`src/hdl/dram_ctrl_cfg.svh`:
```
// Controller timing and sizes
`ifndef DRAM_CTRL_CFG_SVH
`define DRAM_CTRL_CFG_SVH

// Request and data widths
`define ADDR_WIDTH      32
`define DQ_WIDTH        32
`define MAX_BEATS       16
`define TIMER_WIDTH     8     // Wide enough for the longest spacing

// Power-up sequence, in clk cycles
`define T_POWERUP       20    // CKE low after reset
`define T_CKE           10
`define INIT_MRW_COUNT  5
`define T_MRW           5     // Per mode register write
`define T_ZQ            50
`define T_INIT_END      50

// Command spacing
`define T_RCD           6     // ACTIVATE to WRITE or READ
`define T_RP            6
`define T_RFC           35

// Refresh interval
`define T_REFI          400

// READ command to first dq_in sample
`define READ_LATENCY    8

`endif

```
`src/hdl/dram_ctrl_pkg.sv`:
```
// Controller types
`include "dram_ctrl_cfg.svh"

package dram_ctrl_pkg;

    // Main controller states
    typedef enum logic [3:0] {
        ST_INIT,
        ST_IDLE,
        ST_ACT,
        ST_CAS,
        ST_WRITE_DATA,
        ST_WRITE_RESP,
        ST_READ_WAIT,
        ST_READ_DATA,
        ST_PRECHARGE,
        ST_REFRESH
    } ctrl_state_e;

    typedef enum logic [2:0] {
        STEP_POWERUP,
        STEP_CKE_HIGH,
        STEP_MRW,
        STEP_ZQ_WAIT,
        STEP_PRECHARGE_ALL,
        STEP_FINAL
    } init_step_e;

    // CA opcodes
    typedef enum logic [5:0] {
        CMD_NOP       = 6'b000000,
        CMD_MRW       = 6'b000001,
        CMD_MRR       = 6'b000010,
        CMD_REFRESH   = 6'b000100,
        CMD_PRECHARGE = 6'b001000,
        CMD_ACTIVATE  = 6'b010000,
        CMD_WRITE     = 6'b100000,
        CMD_READ      = 6'b100001
    } dram_cmd_e;

    typedef logic [15:0] row_t;
    typedef logic [9:0]  col_t;
    typedef logic [2:0]  bank_t;
    typedef logic [1:0]  bank_group_t;

    typedef logic [$clog2(`MAX_BEATS)-1:0] beat_t;  // Beat index and burst length
    typedef logic [`DQ_WIDTH-1:0]          dq_t;

endpackage

```
`src/hdl/dram_ctrl_if.sv`:
```
// Sequencer side interfaces
`timescale 1ns/1ps
`include "dram_ctrl_cfg.svh"

// Command spacing and refresh request
interface timer_if;
    logic                    load;         // Strobe, starts a countdown
    logic [`TIMER_WIDTH-1:0] delay;        // At least 1
    logic                    expired;
    logic                    refresh_due;
    logic                    refresh_ack;

    modport seq (
        output load, delay, refresh_ack,
        input  expired, refresh_due
    );

    modport tmr (
        input  load, delay, refresh_ack,
        output expired, refresh_due
    );
endinterface

// Burst control between sequencer and data path
interface burst_if;
    logic                      take_write;
    logic                      take_read;
    dram_ctrl_pkg::dram_cmd_e  cmd;          // NOP when idle
    logic                      write_phase;
    logic                      read_phase;
    logic                      last_beat;
    logic                      beats_done;   // Final beat transferred

    modport seq (
        output take_write, take_read, cmd, write_phase, read_phase,
        input  last_beat, beats_done
    );

    modport path (
        input  take_write, take_read, cmd, write_phase, read_phase,
        output last_beat, beats_done
    );
endinterface

```
`src/hdl/dram_burst_path.sv`:
```
// Burst data path and command register
`timescale 1ns/1ps
`include "dram_ctrl_cfg.svh"

module dram_burst_path (
    input  logic                     clk,
    input  logic                     rst_n,
    input  logic [`ADDR_WIDTH-1:0]   awaddr,
    input  logic [`ADDR_WIDTH-1:0]   araddr,
    input  dram_ctrl_pkg::beat_t     awlen,
    input  dram_ctrl_pkg::beat_t     arlen,
    input  dram_ctrl_pkg::dq_t       wdata,
    input  dram_ctrl_pkg::dq_t       dq_in,
    input  logic                     wvalid,
    input  logic                     rready,
    output logic                     wready,
    output logic                     rvalid,
    output logic                     rlast,
    output logic                     cs_n,
    output logic                     dq_oe,
    output dram_ctrl_pkg::dq_t       rdata,
    output dram_ctrl_pkg::dq_t       dq_out,
    output dram_ctrl_pkg::dram_cmd_e ca,
    output logic [4:0]               ba,
    output logic [15:0]              ma,
    burst_if.path                    bus
);
    logic [`ADDR_WIDTH-1:0]      req_addr;
    logic [`ADDR_WIDTH-1:0]      cur_addr;
    dram_ctrl_pkg::beat_t        req_len;
    dram_ctrl_pkg::beat_t        beat_cnt;   // Write beat, capture slot or replay slot
    dram_ctrl_pkg::row_t         row;
    dram_ctrl_pkg::col_t         col;
    dram_ctrl_pkg::bank_t        bank;
    dram_ctrl_pkg::bank_group_t  bank_group;
    dram_ctrl_pkg::dq_t          rd_buf [`MAX_BEATS];
    logic                        captured;
    logic                        capture;
    logic                        w_fire;
    logic                        r_fire;
    logic                        take;

    assign take = bus.take_write || bus.take_read;

    // ACTIVATE goes out with the address still on the request port
    assign cur_addr   = bus.take_write ? awaddr : (bus.take_read ? araddr : req_addr);
    assign bank_group = cur_addr[1:0];
    assign bank       = cur_addr[4:2];
    assign col        = cur_addr[14:5];
    assign row        = cur_addr[30:15];

    assign wready  = bus.write_phase;
    assign w_fire  = wvalid && wready;
    assign capture = bus.read_phase && !captured;
    assign rvalid  = bus.read_phase && captured;
    assign r_fire  = rvalid && rready;
    assign rlast   = rvalid && (beat_cnt == req_len);
    assign rdata   = rd_buf[beat_cnt];

    assign bus.last_beat  = (bus.write_phase || bus.read_phase) && (beat_cnt == req_len);
    assign bus.beats_done = (w_fire || r_fire) && bus.last_beat;

    always_ff @(posedge clk) begin
        if (take) begin
            req_addr <= cur_addr;
            req_len  <= bus.take_write ? awlen : arlen;
        end
        if (capture)
            rd_buf[beat_cnt] <= dq_in;
        if (w_fire)
            dq_out <= wdata;
        ba <= {bank, bank_group};
        ma <= (bus.cmd == dram_ctrl_pkg::CMD_ACTIVATE) ? row : {6'd0, col};
    end

    always_ff @(posedge clk or negedge rst_n) begin
        if (!rst_n) begin
            cs_n     <= 1'b1;
            ca       <= dram_ctrl_pkg::CMD_NOP;
            dq_oe    <= 1'b0;
            beat_cnt <= '0;
            captured <= 1'b0;
        end else begin
            cs_n  <= (bus.cmd == dram_ctrl_pkg::CMD_NOP);
            ca    <= bus.cmd;
            dq_oe <= w_fire;
            if (take) begin
                beat_cnt <= '0;
                captured <= 1'b0;
            end else if (capture) begin
                if (beat_cnt == req_len) begin
                    beat_cnt <= '0;  // Rewind for replay
                    captured <= 1'b1;
                end else begin
                    beat_cnt <= beat_cnt + 1'b1;
                end
            end else if (w_fire || r_fire) begin
                beat_cnt <= beat_cnt + 1'b1;
            end
        end
    end

    // Sequencer closes the write phase on the final beat
    a_write_len: assert property (@(posedge clk) disable iff (!rst_n)
        (w_fire && bus.last_beat) |=> !w_fire);

    // Read channel goes quiet once the final beat is taken
    a_read_end: assert property (@(posedge clk) disable iff (!rst_n)
        (r_fire && rlast) |=> !bus.read_phase && !rvalid);

endmodule

```
`src/hdl/dram_ctrl_top.sv`:
```
// LPDDR4 controller top
`timescale 1ns/1ps
`include "dram_ctrl_cfg.svh"

module dram_ctrl_top (
    input  logic                     clk,
    input  logic                     rst_n,
    // Write request, data and response
    input  logic [`ADDR_WIDTH-1:0]   awaddr,
    input  dram_ctrl_pkg::beat_t     awlen,
    input  logic                     awvalid,
    output logic                     awready,
    input  dram_ctrl_pkg::dq_t       wdata,
    input  logic                     wlast,
    input  logic                     wvalid,
    output logic                     wready,
    output logic                     bvalid,
    input  logic                     bready,
    // Read request and data
    input  logic [`ADDR_WIDTH-1:0]   araddr,
    input  dram_ctrl_pkg::beat_t     arlen,
    input  logic                     arvalid,
    output logic                     arready,
    output dram_ctrl_pkg::dq_t       rdata,
    output logic                     rlast,
    output logic                     rvalid,
    input  logic                     rready,
    // DRAM pins
    output logic                     cke,
    output logic                     cs_n,
    output dram_ctrl_pkg::dram_cmd_e ca,
    output logic [4:0]               ba,   // Bank in 4:2, bank group in 1:0
    output logic [15:0]              ma,
    output dram_ctrl_pkg::dq_t       dq_out,
    output logic                     dq_oe,
    input  dram_ctrl_pkg::dq_t       dq_in
);
    timer_if tmr();
    burst_if bus();

    // Port names match the local nets
    dram_sequencer dram_sequencer_inst (
        .*
    );

    dram_timer dram_timer_inst (
        .*
    );

    dram_burst_path dram_burst_path_inst (
        .*
    );

endmodule

```
`src/hdl/dram_sequencer.sv`:
```
// Main command sequencer
`timescale 1ns/1ps
`include "dram_ctrl_cfg.svh"

module dram_sequencer (
    input  logic clk,
    input  logic rst_n,
    input  logic awvalid,
    input  logic arvalid,
    input  logic wvalid,
    input  logic wlast,
    input  logic bready,
    output logic awready,
    output logic arready,
    output logic bvalid,
    output logic cke,
    timer_if.seq tmr,
    burst_if.seq bus
);
    localparam int MRW_W = $clog2(`INIT_MRW_COUNT + 1);

    dram_ctrl_pkg::ctrl_state_e state, state_next;
    dram_ctrl_pkg::init_step_e  step, step_next;
    logic [MRW_W-1:0]           mrw_cnt, mrw_cnt_next;
    logic                       powerup_pending;  // First cycle out of reset
    logic                       cke_next;
    logic                       is_write, is_write_next;
    logic                       accept_ok;

    assign accept_ok = (state == dram_ctrl_pkg::ST_IDLE) && !tmr.refresh_due;
    assign awready   = accept_ok;
    assign arready   = accept_ok && !awvalid;  // Write wins
    assign bvalid    = (state == dram_ctrl_pkg::ST_WRITE_RESP);

    assign bus.write_phase = (state == dram_ctrl_pkg::ST_WRITE_DATA);
    assign bus.read_phase  = (state == dram_ctrl_pkg::ST_READ_WAIT) ||
                             (state == dram_ctrl_pkg::ST_READ_DATA);

    always_comb begin
        state_next      = state;
        step_next       = step;
        mrw_cnt_next    = mrw_cnt;
        cke_next        = cke;
        is_write_next   = is_write;
        tmr.load        = 1'b0;
        tmr.delay       = '0;
        tmr.refresh_ack = 1'b0;
        bus.cmd         = dram_ctrl_pkg::CMD_NOP;
        bus.take_write  = 1'b0;
        bus.take_read   = 1'b0;

        case (state)
            dram_ctrl_pkg::ST_INIT: begin
                if (powerup_pending) begin
                    tmr.load  = 1'b1;
                    tmr.delay = `TIMER_WIDTH'(`T_POWERUP - 1);  // Load cycle counts too
                end else if (tmr.expired) begin
                    // Each step launches the next one
                    case (step)
                        dram_ctrl_pkg::STEP_POWERUP: begin
                            cke_next  = 1'b1;
                            tmr.load  = 1'b1;
                            tmr.delay = `TIMER_WIDTH'(`T_CKE);
                            step_next = dram_ctrl_pkg::STEP_CKE_HIGH;
                        end
                        dram_ctrl_pkg::STEP_CKE_HIGH: begin
                            bus.cmd      = dram_ctrl_pkg::CMD_MRW;
                            tmr.load     = 1'b1;
                            tmr.delay    = `TIMER_WIDTH'(`T_MRW);
                            mrw_cnt_next = '0;
                            step_next    = dram_ctrl_pkg::STEP_MRW;
                        end
                        dram_ctrl_pkg::STEP_MRW: begin
                            tmr.load = 1'b1;
                            if (mrw_cnt == MRW_W'(`INIT_MRW_COUNT - 1)) begin
                                tmr.delay = `TIMER_WIDTH'(`T_ZQ);
                                step_next = dram_ctrl_pkg::STEP_ZQ_WAIT;
                            end else begin
                                bus.cmd      = dram_ctrl_pkg::CMD_MRW;
                                tmr.delay    = `TIMER_WIDTH'(`T_MRW);
                                mrw_cnt_next = mrw_cnt + 1'b1;
                            end
                        end
                        dram_ctrl_pkg::STEP_ZQ_WAIT: begin
                            bus.cmd   = dram_ctrl_pkg::CMD_PRECHARGE;  // All banks
                            tmr.load  = 1'b1;
                            tmr.delay = `TIMER_WIDTH'(`T_RP);
                            step_next = dram_ctrl_pkg::STEP_PRECHARGE_ALL;
                        end
                        dram_ctrl_pkg::STEP_PRECHARGE_ALL: begin
                            tmr.load  = 1'b1;
                            tmr.delay = `TIMER_WIDTH'(`T_INIT_END);
                            step_next = dram_ctrl_pkg::STEP_FINAL;
                        end
                        default: state_next = dram_ctrl_pkg::ST_IDLE;
                    endcase
                end
            end

            dram_ctrl_pkg::ST_IDLE: begin
                tmr.load = tmr.refresh_due || awvalid || arvalid;
                if (tmr.refresh_due) begin
                    bus.cmd         = dram_ctrl_pkg::CMD_REFRESH;
                    tmr.refresh_ack = 1'b1;
                    tmr.delay       = `TIMER_WIDTH'(`T_RFC);
                    state_next      = dram_ctrl_pkg::ST_REFRESH;
                end else if (awvalid || arvalid) begin
                    bus.take_write = awvalid;
                    bus.take_read  = !awvalid;
                    is_write_next  = awvalid;
                    bus.cmd        = dram_ctrl_pkg::CMD_ACTIVATE;
                    tmr.delay      = `TIMER_WIDTH'(`T_RCD);
                    state_next     = dram_ctrl_pkg::ST_ACT;
                end
            end

            dram_ctrl_pkg::ST_ACT: begin
                if (tmr.expired) begin
                    bus.cmd    = is_write ? dram_ctrl_pkg::CMD_WRITE : dram_ctrl_pkg::CMD_READ;
                    tmr.load   = !is_write;
                    tmr.delay  = `TIMER_WIDTH'(`READ_LATENCY);
                    state_next = dram_ctrl_pkg::ST_CAS;
                end
            end

            // Timer stays at zero for writes
            dram_ctrl_pkg::ST_CAS:
                if (tmr.expired)
                    state_next = is_write ? dram_ctrl_pkg::ST_WRITE_DATA
                                          : dram_ctrl_pkg::ST_READ_WAIT;

            dram_ctrl_pkg::ST_WRITE_DATA:
                if ((wvalid && wlast) || bus.beats_done)
                    state_next = dram_ctrl_pkg::ST_WRITE_RESP;

            dram_ctrl_pkg::ST_READ_WAIT:
                if (bus.last_beat)
                    state_next = dram_ctrl_pkg::ST_READ_DATA;  // Final sample this cycle

            dram_ctrl_pkg::ST_WRITE_RESP, dram_ctrl_pkg::ST_READ_DATA: begin
                if (bvalid ? bready : bus.beats_done) begin
                    bus.cmd    = dram_ctrl_pkg::CMD_PRECHARGE;
                    tmr.load   = 1'b1;
                    tmr.delay  = `TIMER_WIDTH'(`T_RP);
                    state_next = dram_ctrl_pkg::ST_PRECHARGE;
                end
            end

            dram_ctrl_pkg::ST_PRECHARGE, dram_ctrl_pkg::ST_REFRESH:
                if (tmr.expired)
                    state_next = dram_ctrl_pkg::ST_IDLE;

            default: state_next = dram_ctrl_pkg::ST_INIT;
        endcase
    end

    always_ff @(posedge clk or negedge rst_n) begin
        if (!rst_n) begin
            state           <= dram_ctrl_pkg::ST_INIT;
            step            <= dram_ctrl_pkg::STEP_POWERUP;
            mrw_cnt         <= '0;
            powerup_pending <= 1'b1;
            cke             <= 1'b0;
            is_write        <= 1'b0;
        end else begin
            state           <= state_next;
            step            <= step_next;
            mrw_cnt         <= mrw_cnt_next;
            powerup_pending <= 1'b0;
            cke             <= cke_next;
            is_write        <= is_write_next;
        end
    end

    // Requests only accepted once the init sequence has finished
    a_ready_idle: assert property (@(posedge clk) disable iff (!rst_n)
        (awready || arready) |-> cke && (step == dram_ctrl_pkg::STEP_FINAL));

    // A new spacing never cuts a running one short
    a_load_expired: assert property (@(posedge clk) disable iff (!rst_n)
        tmr.load |-> tmr.expired);

endmodule

```
`src/hdl/dram_timer.sv`:
```
// Command spacing and refresh timers
`timescale 1ns/1ps
`include "dram_ctrl_cfg.svh"

module dram_timer (
    input  logic clk,
    input  logic rst_n,
    timer_if.tmr tmr
);
    localparam int REFI_W = $clog2(`T_REFI + 1);

    logic [`TIMER_WIDTH-1:0] count;
    logic [REFI_W-1:0]       refi_cnt;

    // Reaches zero delay cycles after the load strobe
    always_ff @(posedge clk or negedge rst_n) begin
        if (!rst_n) begin
            count <= '0;
        end else if (tmr.load) begin
            count <= tmr.delay - 1'b1;
        end else if (count != '0) begin
            count <= count - 1'b1;
        end
    end

    assign tmr.expired = (count == '0);

    // Saturates until the sequencer issues REFRESH
    always_ff @(posedge clk or negedge rst_n) begin
        if (!rst_n) begin
            refi_cnt <= '0;
        end else if (tmr.refresh_ack) begin
            refi_cnt <= '0;
        end else if (refi_cnt != REFI_W'(`T_REFI)) begin
            refi_cnt <= refi_cnt + 1'b1;
        end
    end

    assign tmr.refresh_due = (refi_cnt == REFI_W'(`T_REFI));

    // Bursts in flight may delay refresh, but not past one extra interval
    a_refresh_served: assert property (@(posedge clk) disable iff (!rst_n)
        $rose(tmr.refresh_due) |-> ##[0:`T_RFC + `T_REFI] tmr.refresh_ack);

endmodule

```
`config.mk`:
```
export PLATFORM = sky130hd
export DESIGN_NAME = dram_ctrl_top
export DESIGN_NICKNAME = d
export VERILOG_FILES = /design/src/hdl/dram_ctrl_pkg.sv /design/src/hdl/dram_ctrl_if.sv /design/src/hdl/dram_burst_path.sv /design/src/hdl/dram_ctrl_top.sv /design/src/hdl/dram_sequencer.sv /design/src/hdl/dram_timer.sv
export VERILOG_INCLUDE_DIRS = /design/src /design/src/hdl
export SDC_FILE = /design/constraint.sdc
export NUM_CORES = 1
export LEC_CHECK = 0
export BUFFER_PORTS_ARGS = -buffer_cell sky130_fd_sc_hd__clkbuf_2
export CORE_MARGIN = 2
export CORE_UTILIZATION = 26
export DETAILED_ROUTE_END_ITERATION = 6
export GPL_ROUTABILITY_DRIVEN = 0
export PLACE_DENSITY_LB_ADDON = 0.3
export SLEW_MARGIN = 20
export SYNTH_ARGS = -nofsm -noshare
export SYNTH_HDL_FRONTEND = slang
export SYNTH_SLANG_ARGS = --single-unit
```
`constraint.sdc`:
```
create_clock -name clk -period 9.3 [get_ports clk]
set_clock_uncertainty 0.15 [all_clocks]
set_input_delay 0 -clock clk [delete_from_list [all_inputs] [get_ports clk]]
set_output_delay 0 -clock clk [all_outputs]
set_load 0.005 [all_outputs]
```
* Yosys cells after proc, flatten, opt, wreduce, memory -nomap -nowiden
Memories as Yosys holds them, arrays and structs flattened. Cells that the tools add are included.
Storage, ports and cells: bits in registers 131, bits in writable memories 512, input port bits 144, word-level logic and storage cells 168, memories kept 1
Operators by class: $add $sub $neg 5, equality and inequality tests 30, muxes and demuxes 68, bitwise gates (word level) 2, reductions and logical operators 43
Memory list:
- dram_burst_path_inst.rd_buf | words 16, bits a word 32, read ports 1, clocked after memory_dff 0, write ports 1, line dram_burst_path.sv:36 | dram_ctrl_pkg::dq_t rd_buf [`MAX_BEATS];
Operator list (number):
- $mux 4 | 18
- $mux 31 | 2
- $mux 8 | 5
- $pmux 8 s5 | 1
- $pmux 4 s8 | 1
- $pmux 8 s4 | 1
- $mux 6 | 5
- $pmux 6 s4 | 1
- $mux 1 | 21
- $mux 9 | 2
- $pmux 6 s3 | 1
- $eq 4x3->1 const B | 4
- $sub 8x1->8 const B | 2
- $pmux 3 s5 | 1
- $ne 2x1->1 const B | 7
- $mux 3 | 4
- $logic_and 1x1->1 | 10
- $mux 10 | 1
- $reduce_and 10->1 | 1
- $reduce_and 5->1 | 2
- $reduce_bool 2->1 | 5
- $add 9x1->9 const B | 1
- $eq 9x9->1 const B | 1
- $ne 9x9->1 const B | 1
- other kinds (31) | 50

* Logic depth before layout (Yosys ltp)
depth after elaboration 11, depth in mapped cells 13, mapped depth without buffers 12

* Hierarchy
Synthesis repeated with hierarchy kept, for this count alone.
Second synthesis, totals: cell total of the unflattened synthesis 1325, area total of the unflattened synthesis 25215.4 um^2
By module, submodules not included:
- dram_burst_path | times used 1, cells each 1084, area each 23095.9 um^2, seq. area each 18133.6 um^2
- dram_sequencer | times used 1, cells each 138, area each 1103.6 um^2, seq. area each 326.6 um^2
- dram_timer | times used 1, cells each 103, area each 1016.0 um^2, seq. area each 425.4 um^2

* Worst setup path after synthesis
No wires, ideal clock.
kind reg2reg, start point register dram_burst_path_inst.beat_cnt[0], end point memory dram_burst_path_inst.rd_buf[0][0] in the netlist's numbering, enable pin, data arrival time 3616 ps, path slack 5073 ps, cell stages (with the launch flop) 8, cell sequence dfrtp_1 clkbuf_1 clkbuf_1 buf_1 inv_1 ha_1 nand2_1 nor3_1
RTL lines:
- start: declaration | line dram_burst_path.sv:31 | dram_ctrl_pkg::beat_t beat_cnt;
- start signal: assignment | line dram_burst_path.sv:95 | beat_cnt <= beat_cnt + 1'b1;
- start signal: assignment | line dram_burst_path.sv:98 | beat_cnt <= beat_cnt + 1'b1;
- end: declaration | line dram_burst_path.sv:36
No word-level cell before the write port.

* Worst setup path in the final report
start point register dram_burst_path_inst.beat_cnt[1], end point output rdata[29]
On the way: longest elaborated chain between the ends 1
Ends and longest elaborated chain:
- $mem_v2 16x32
- end: declaration | line dram_ctrl_top.sv:24 | output dram_ctrl_pkg::dq_t rdata,
Every way passes these cells.

==> impl_summary.txt <==
----------------------------------------------------
[Clock tree]
  Clock transition time at the flip-flop clock pins of the worst setup and hold paths ... approximately 60 ps
  Maximum root-to-sink buffer count ... 3
  CTS tree ... yes
  Clock latency on the worst-skew pair ... about 620 ps
  Post-CTS setup buffer count ... 0
  CTS Root Cell ... clkbuf_16
  H-tree depth ... 3
  Total CTS buffers ... 74
  Number of clock sinks ... around 640

[Timing]
  Setup-violating endpoint count in the final report ... 0
  Slew Limit Headroom ... 0.306
  Hold violation count in the final report ... 0
  Maximum clock frequency ... 0.235 GHz
  Final Critical Period ... 4260 ps
  Total negative slack ... 0 ps
  Unrepaired setup endpoints after global routing ... false
  Number of max-slew violations in the final report ... 0
  Worst slew pin tran ... ~1000 ps
  Fraction of the cycle the final worst path needs ... 0.458

[Place]
  HPWL reported at the end of detailed placement ... 32.9 mm
  Placed Instances ... 2,688
  Post-place instance area ... 0.0278 mm²
  Input/output buffers ... 240

[Global routing]
  Pin count of the biggest net entering global routing ... 68
  Total Routing Usage GR ... 0.122
  First-pass GRT wire length ... 89.7 mm
  Vias in the first global route ... roughly 14,000
  Number of antenna violations at the first check in global routing ... 1
  Total grt overflow ... 0

[Synth]
  Number of enable-type register cells in the synthesized netlist ... 579
  Most used DFF post-synth ... edfxtp_1
  #FFs+latches synth ... 642
  Asr flop ratio synth ... 0.0654
  Area contributors post-synth ... edfxtp_1 70%, mux4_2 14%, dfrtp_1 4.0%, dfxtp_1 1.7%, mux2i_1 1.4%
  Synthesis warning total ... 0
  Top-area cell type share of the netlist area ... 0.695
  Average cell area after synthesis ... 20.5 µm²
  Sequential fraction of the synthesis area ... 0.754
  Cells after synthesis ... 1,220
  Largest area contributor in the netlist ... edfxtp_1
  Count of cell types in the netlist ... 60
  Netlist area before placement ... 0.0250 mm²

[Critical path]
  Crit path required time ... 9150 ps
  Crit path max fanout ... between 50 and 60
  Endpoint arrival time on the critical path ... between 4000 and 5000 ps
  First element of the critical path ... dram_burst_path_inst.beat_cnt[1]$_DFFE_PN0P_
  Kind of critical path ... reg -> out
  RR Startpoint ... dram_burst_path_inst.beat_cnt[3]$_DFFE_PN0P_
  Worst R2R End ... dram_sequencer_inst.state[2]$_DFFE_PN0P_
  Kind of start point of the critical path ... flip-flop
  Internal reg-to-reg setup slack ... around 5400 ps
  Number of cells on the worst reg-to-reg path ... 10
  Crit path to ... rdata[29]
  CP endpoint kind ... output port

[Floorplanning]
  Placeable Area ... 0.0952 mm²
  Die height ... 314 µm
  Std cell rows ... 113
  Area enclosed by the die boundary ... 0.0987 mm²
  Effective utilization at floorplan ... 0.263
  Die span in x ... 314 µm
  IO Count ... 244

[Final layout]
  Non-filler instance count after layout ... 3,002
  Share of post-route cells with drive strength above 1 ... 0.332
  Fin area ... approximately 0.032 mm²
  Net total in the final layout ... 1,837
  Area growth syn-to-layout ... 28.2%

[Routing]
  Average vias per placed instance ... 4.43
  Routed via count ... approximately 13,000
  Final routed wirelength across all metal layers ... 60.5 mm
  Number of search-and-repair iterations in the first detailed-routing pass ... 5
  Routed wl met3 ... slightly below 3 mm
  Highest signal layer in the routed design ... met5
  Detailed-route DRC error count ... 0
  Amount of wire on met2 after detailed routing ... 29.5 mm
  Avg WL per Cell ... 20.2 µm
  Detailed-route wire length on metal 1 ... 26.7 mm
  Number of nets still failing antenna checks after routing ... 0
  Starting DRC count in detailed routing ... 961

[Run]
  Maxcap violations ... 0

[Pwr]
  Total power per unit cell area ... 266 mW/mm²
  Reported leakage power ... roughly 0.011 µW
  VDD IR-drop max ... 0.220 mV
  Power Total ... between 8000 and 9000 µW

[Outcome]
  Status ... finished, final reports clean

[Min path]
  Worst min-delay path class ... in -> reg

----------------------------------------------------
-- what timing repair did --
| action | CTS | global route |
|---|---|---|
| endpoints found under the hold margin | 689 | 0 |
| gates resized for setup | 0 | 0 |
| hold buffers | 182 | 0 |
-- worst min path at each step --
stage / startpoint / end / depth (start not counted)
floorplan: rst_n / dram_burst_path_inst.beat_cnt[0]$_DFFE_PN0P_ / 0
global placement: rst_n / dram_sequencer_inst.cke$_DFFE_PN0P_ / 2
detailed placement: rst_n / dram_sequencer_inst.cke$_DFFE_PN0P_ / 2
CTS: awvalid / dram_timer_inst.count[7]$_DFFE_PN0P_ / 7
global route: araddr[1] / dram_burst_path_inst.ba[1]$_DFF_P_ / 4
finish: awvalid / dram_timer_inst.count[7]$_DFFE_PN0P_ / 7
-- where the power goes --
part | total [µW] | internal [µW] | switching, µW | leakage, µW
Combinational | 2180 | 1120 | 1060 | 0.00374
Clock | 2740 | 1570 | 1170 | 0.00112
Sequential | 3600 | 3410 | 185 | 0.00593
Total | 8520 | 6100 | 2420 | 0.0108
-- metrics by stage --
step / hold WS, ps / worst slack [ps] / util
global route: 80.3 / 4790 / 0.337
CTS: 33.5 / 4900 / 0.336
finish: 79.1 / 5040 / 0.337
global placement: -32.7 / 5560 / 0.293
detailed placement: -25.8 / 5560 / 0.293
floorplan: -446 / 5070 / -
-- worst max-delay path, stage by stage (launching register included) --
cell and delay [ps]:
dfrtp_4 770, buf_4 800, buf_4 750, mux4_2 420, mux4_2 470, clkbuf_2 210
-- cell type report --
class	count	area, µm²
inverters	15	56.3
clock buffers	92	1960
flip-flops and latches	642	18900
well taps	1265	1580
multi-input cells	500	5940
clock inverters	36	355
repair buffers	451	3290
fillers	8951	63100
diodes	1	2.50
-- cell families after synthesis --
kind of cell | Yosys count | share of synthesized area
adders and majority gates | 9 | 0.00450
xor gates and xnor gates | 16 | 0.00560
other | 1 | 0.000150
DFF | 642 | 0.754
AOI/OAI and AO/OA | 86 | 0.0223
and+or+nand+nor | 178 | 0.0358
muxes | 209 | 0.164
buffers and inverters | 79 | 0.0129
-- per-layer routing --
metal / vias to the layer above / GRT usage
met2: 309 / 0.205
met3: 90 / 0.0265
li1: 5911 / -
met5: - / 0
met1: 6985 / 0.161
met4: 2 / 0.0337
-- synthesized netlist by cell type, drive strengths merged, types with 3 or more instances --
master,instances
edfxtp,579
mux4,160
nand2,59
o21ai,49
clkbuf,45
nor2,44
dfrtp,40
mux2i,35
dfxtp,21
buf,19
inv,15
nand3,15
mux2,14
and2,12
xor2,12
a21oi,9
ha,9
nor2b,9
and3,8
nor3,7
nand2b,6
a31oi,4
nand4,4
nor4,4
xnor2,4
o31ai,3
-- state kept, by name (all words and copies together), names as in the netlist, 3 cells and up --
name,flops
dram_burst_path_inst.ba,5
dram_burst_path_inst.beat_cnt,4
dram_burst_path_inst.ca,5
dram_burst_path_inst.dq_out,32
dram_burst_path_inst.ma,16
dram_burst_path_inst.rd_buf,512
dram_burst_path_inst.req_addr,31
dram_burst_path_inst.req_len,4
dram_sequencer_inst.mrw_cnt,3
dram_sequencer_inst.state,4
dram_sequencer_inst.step,3
dram_timer_inst.count,8
dram_timer_inst.refi_cnt,9
-- cell usage in the layout (no fill, tap or decap), types with 32 or more instances in the layout --
master	count
dlygate4sd3_1	182
clkbuf_16	75
clkbuf_2	240
edfxtp_1	579
nor2_1	32
nand2_1	59
o21ai_0	37
mux2i_1	35
dfrtp_1	36
mux4_2	160
Note: power is estimated with default switching activity, not from simulation.
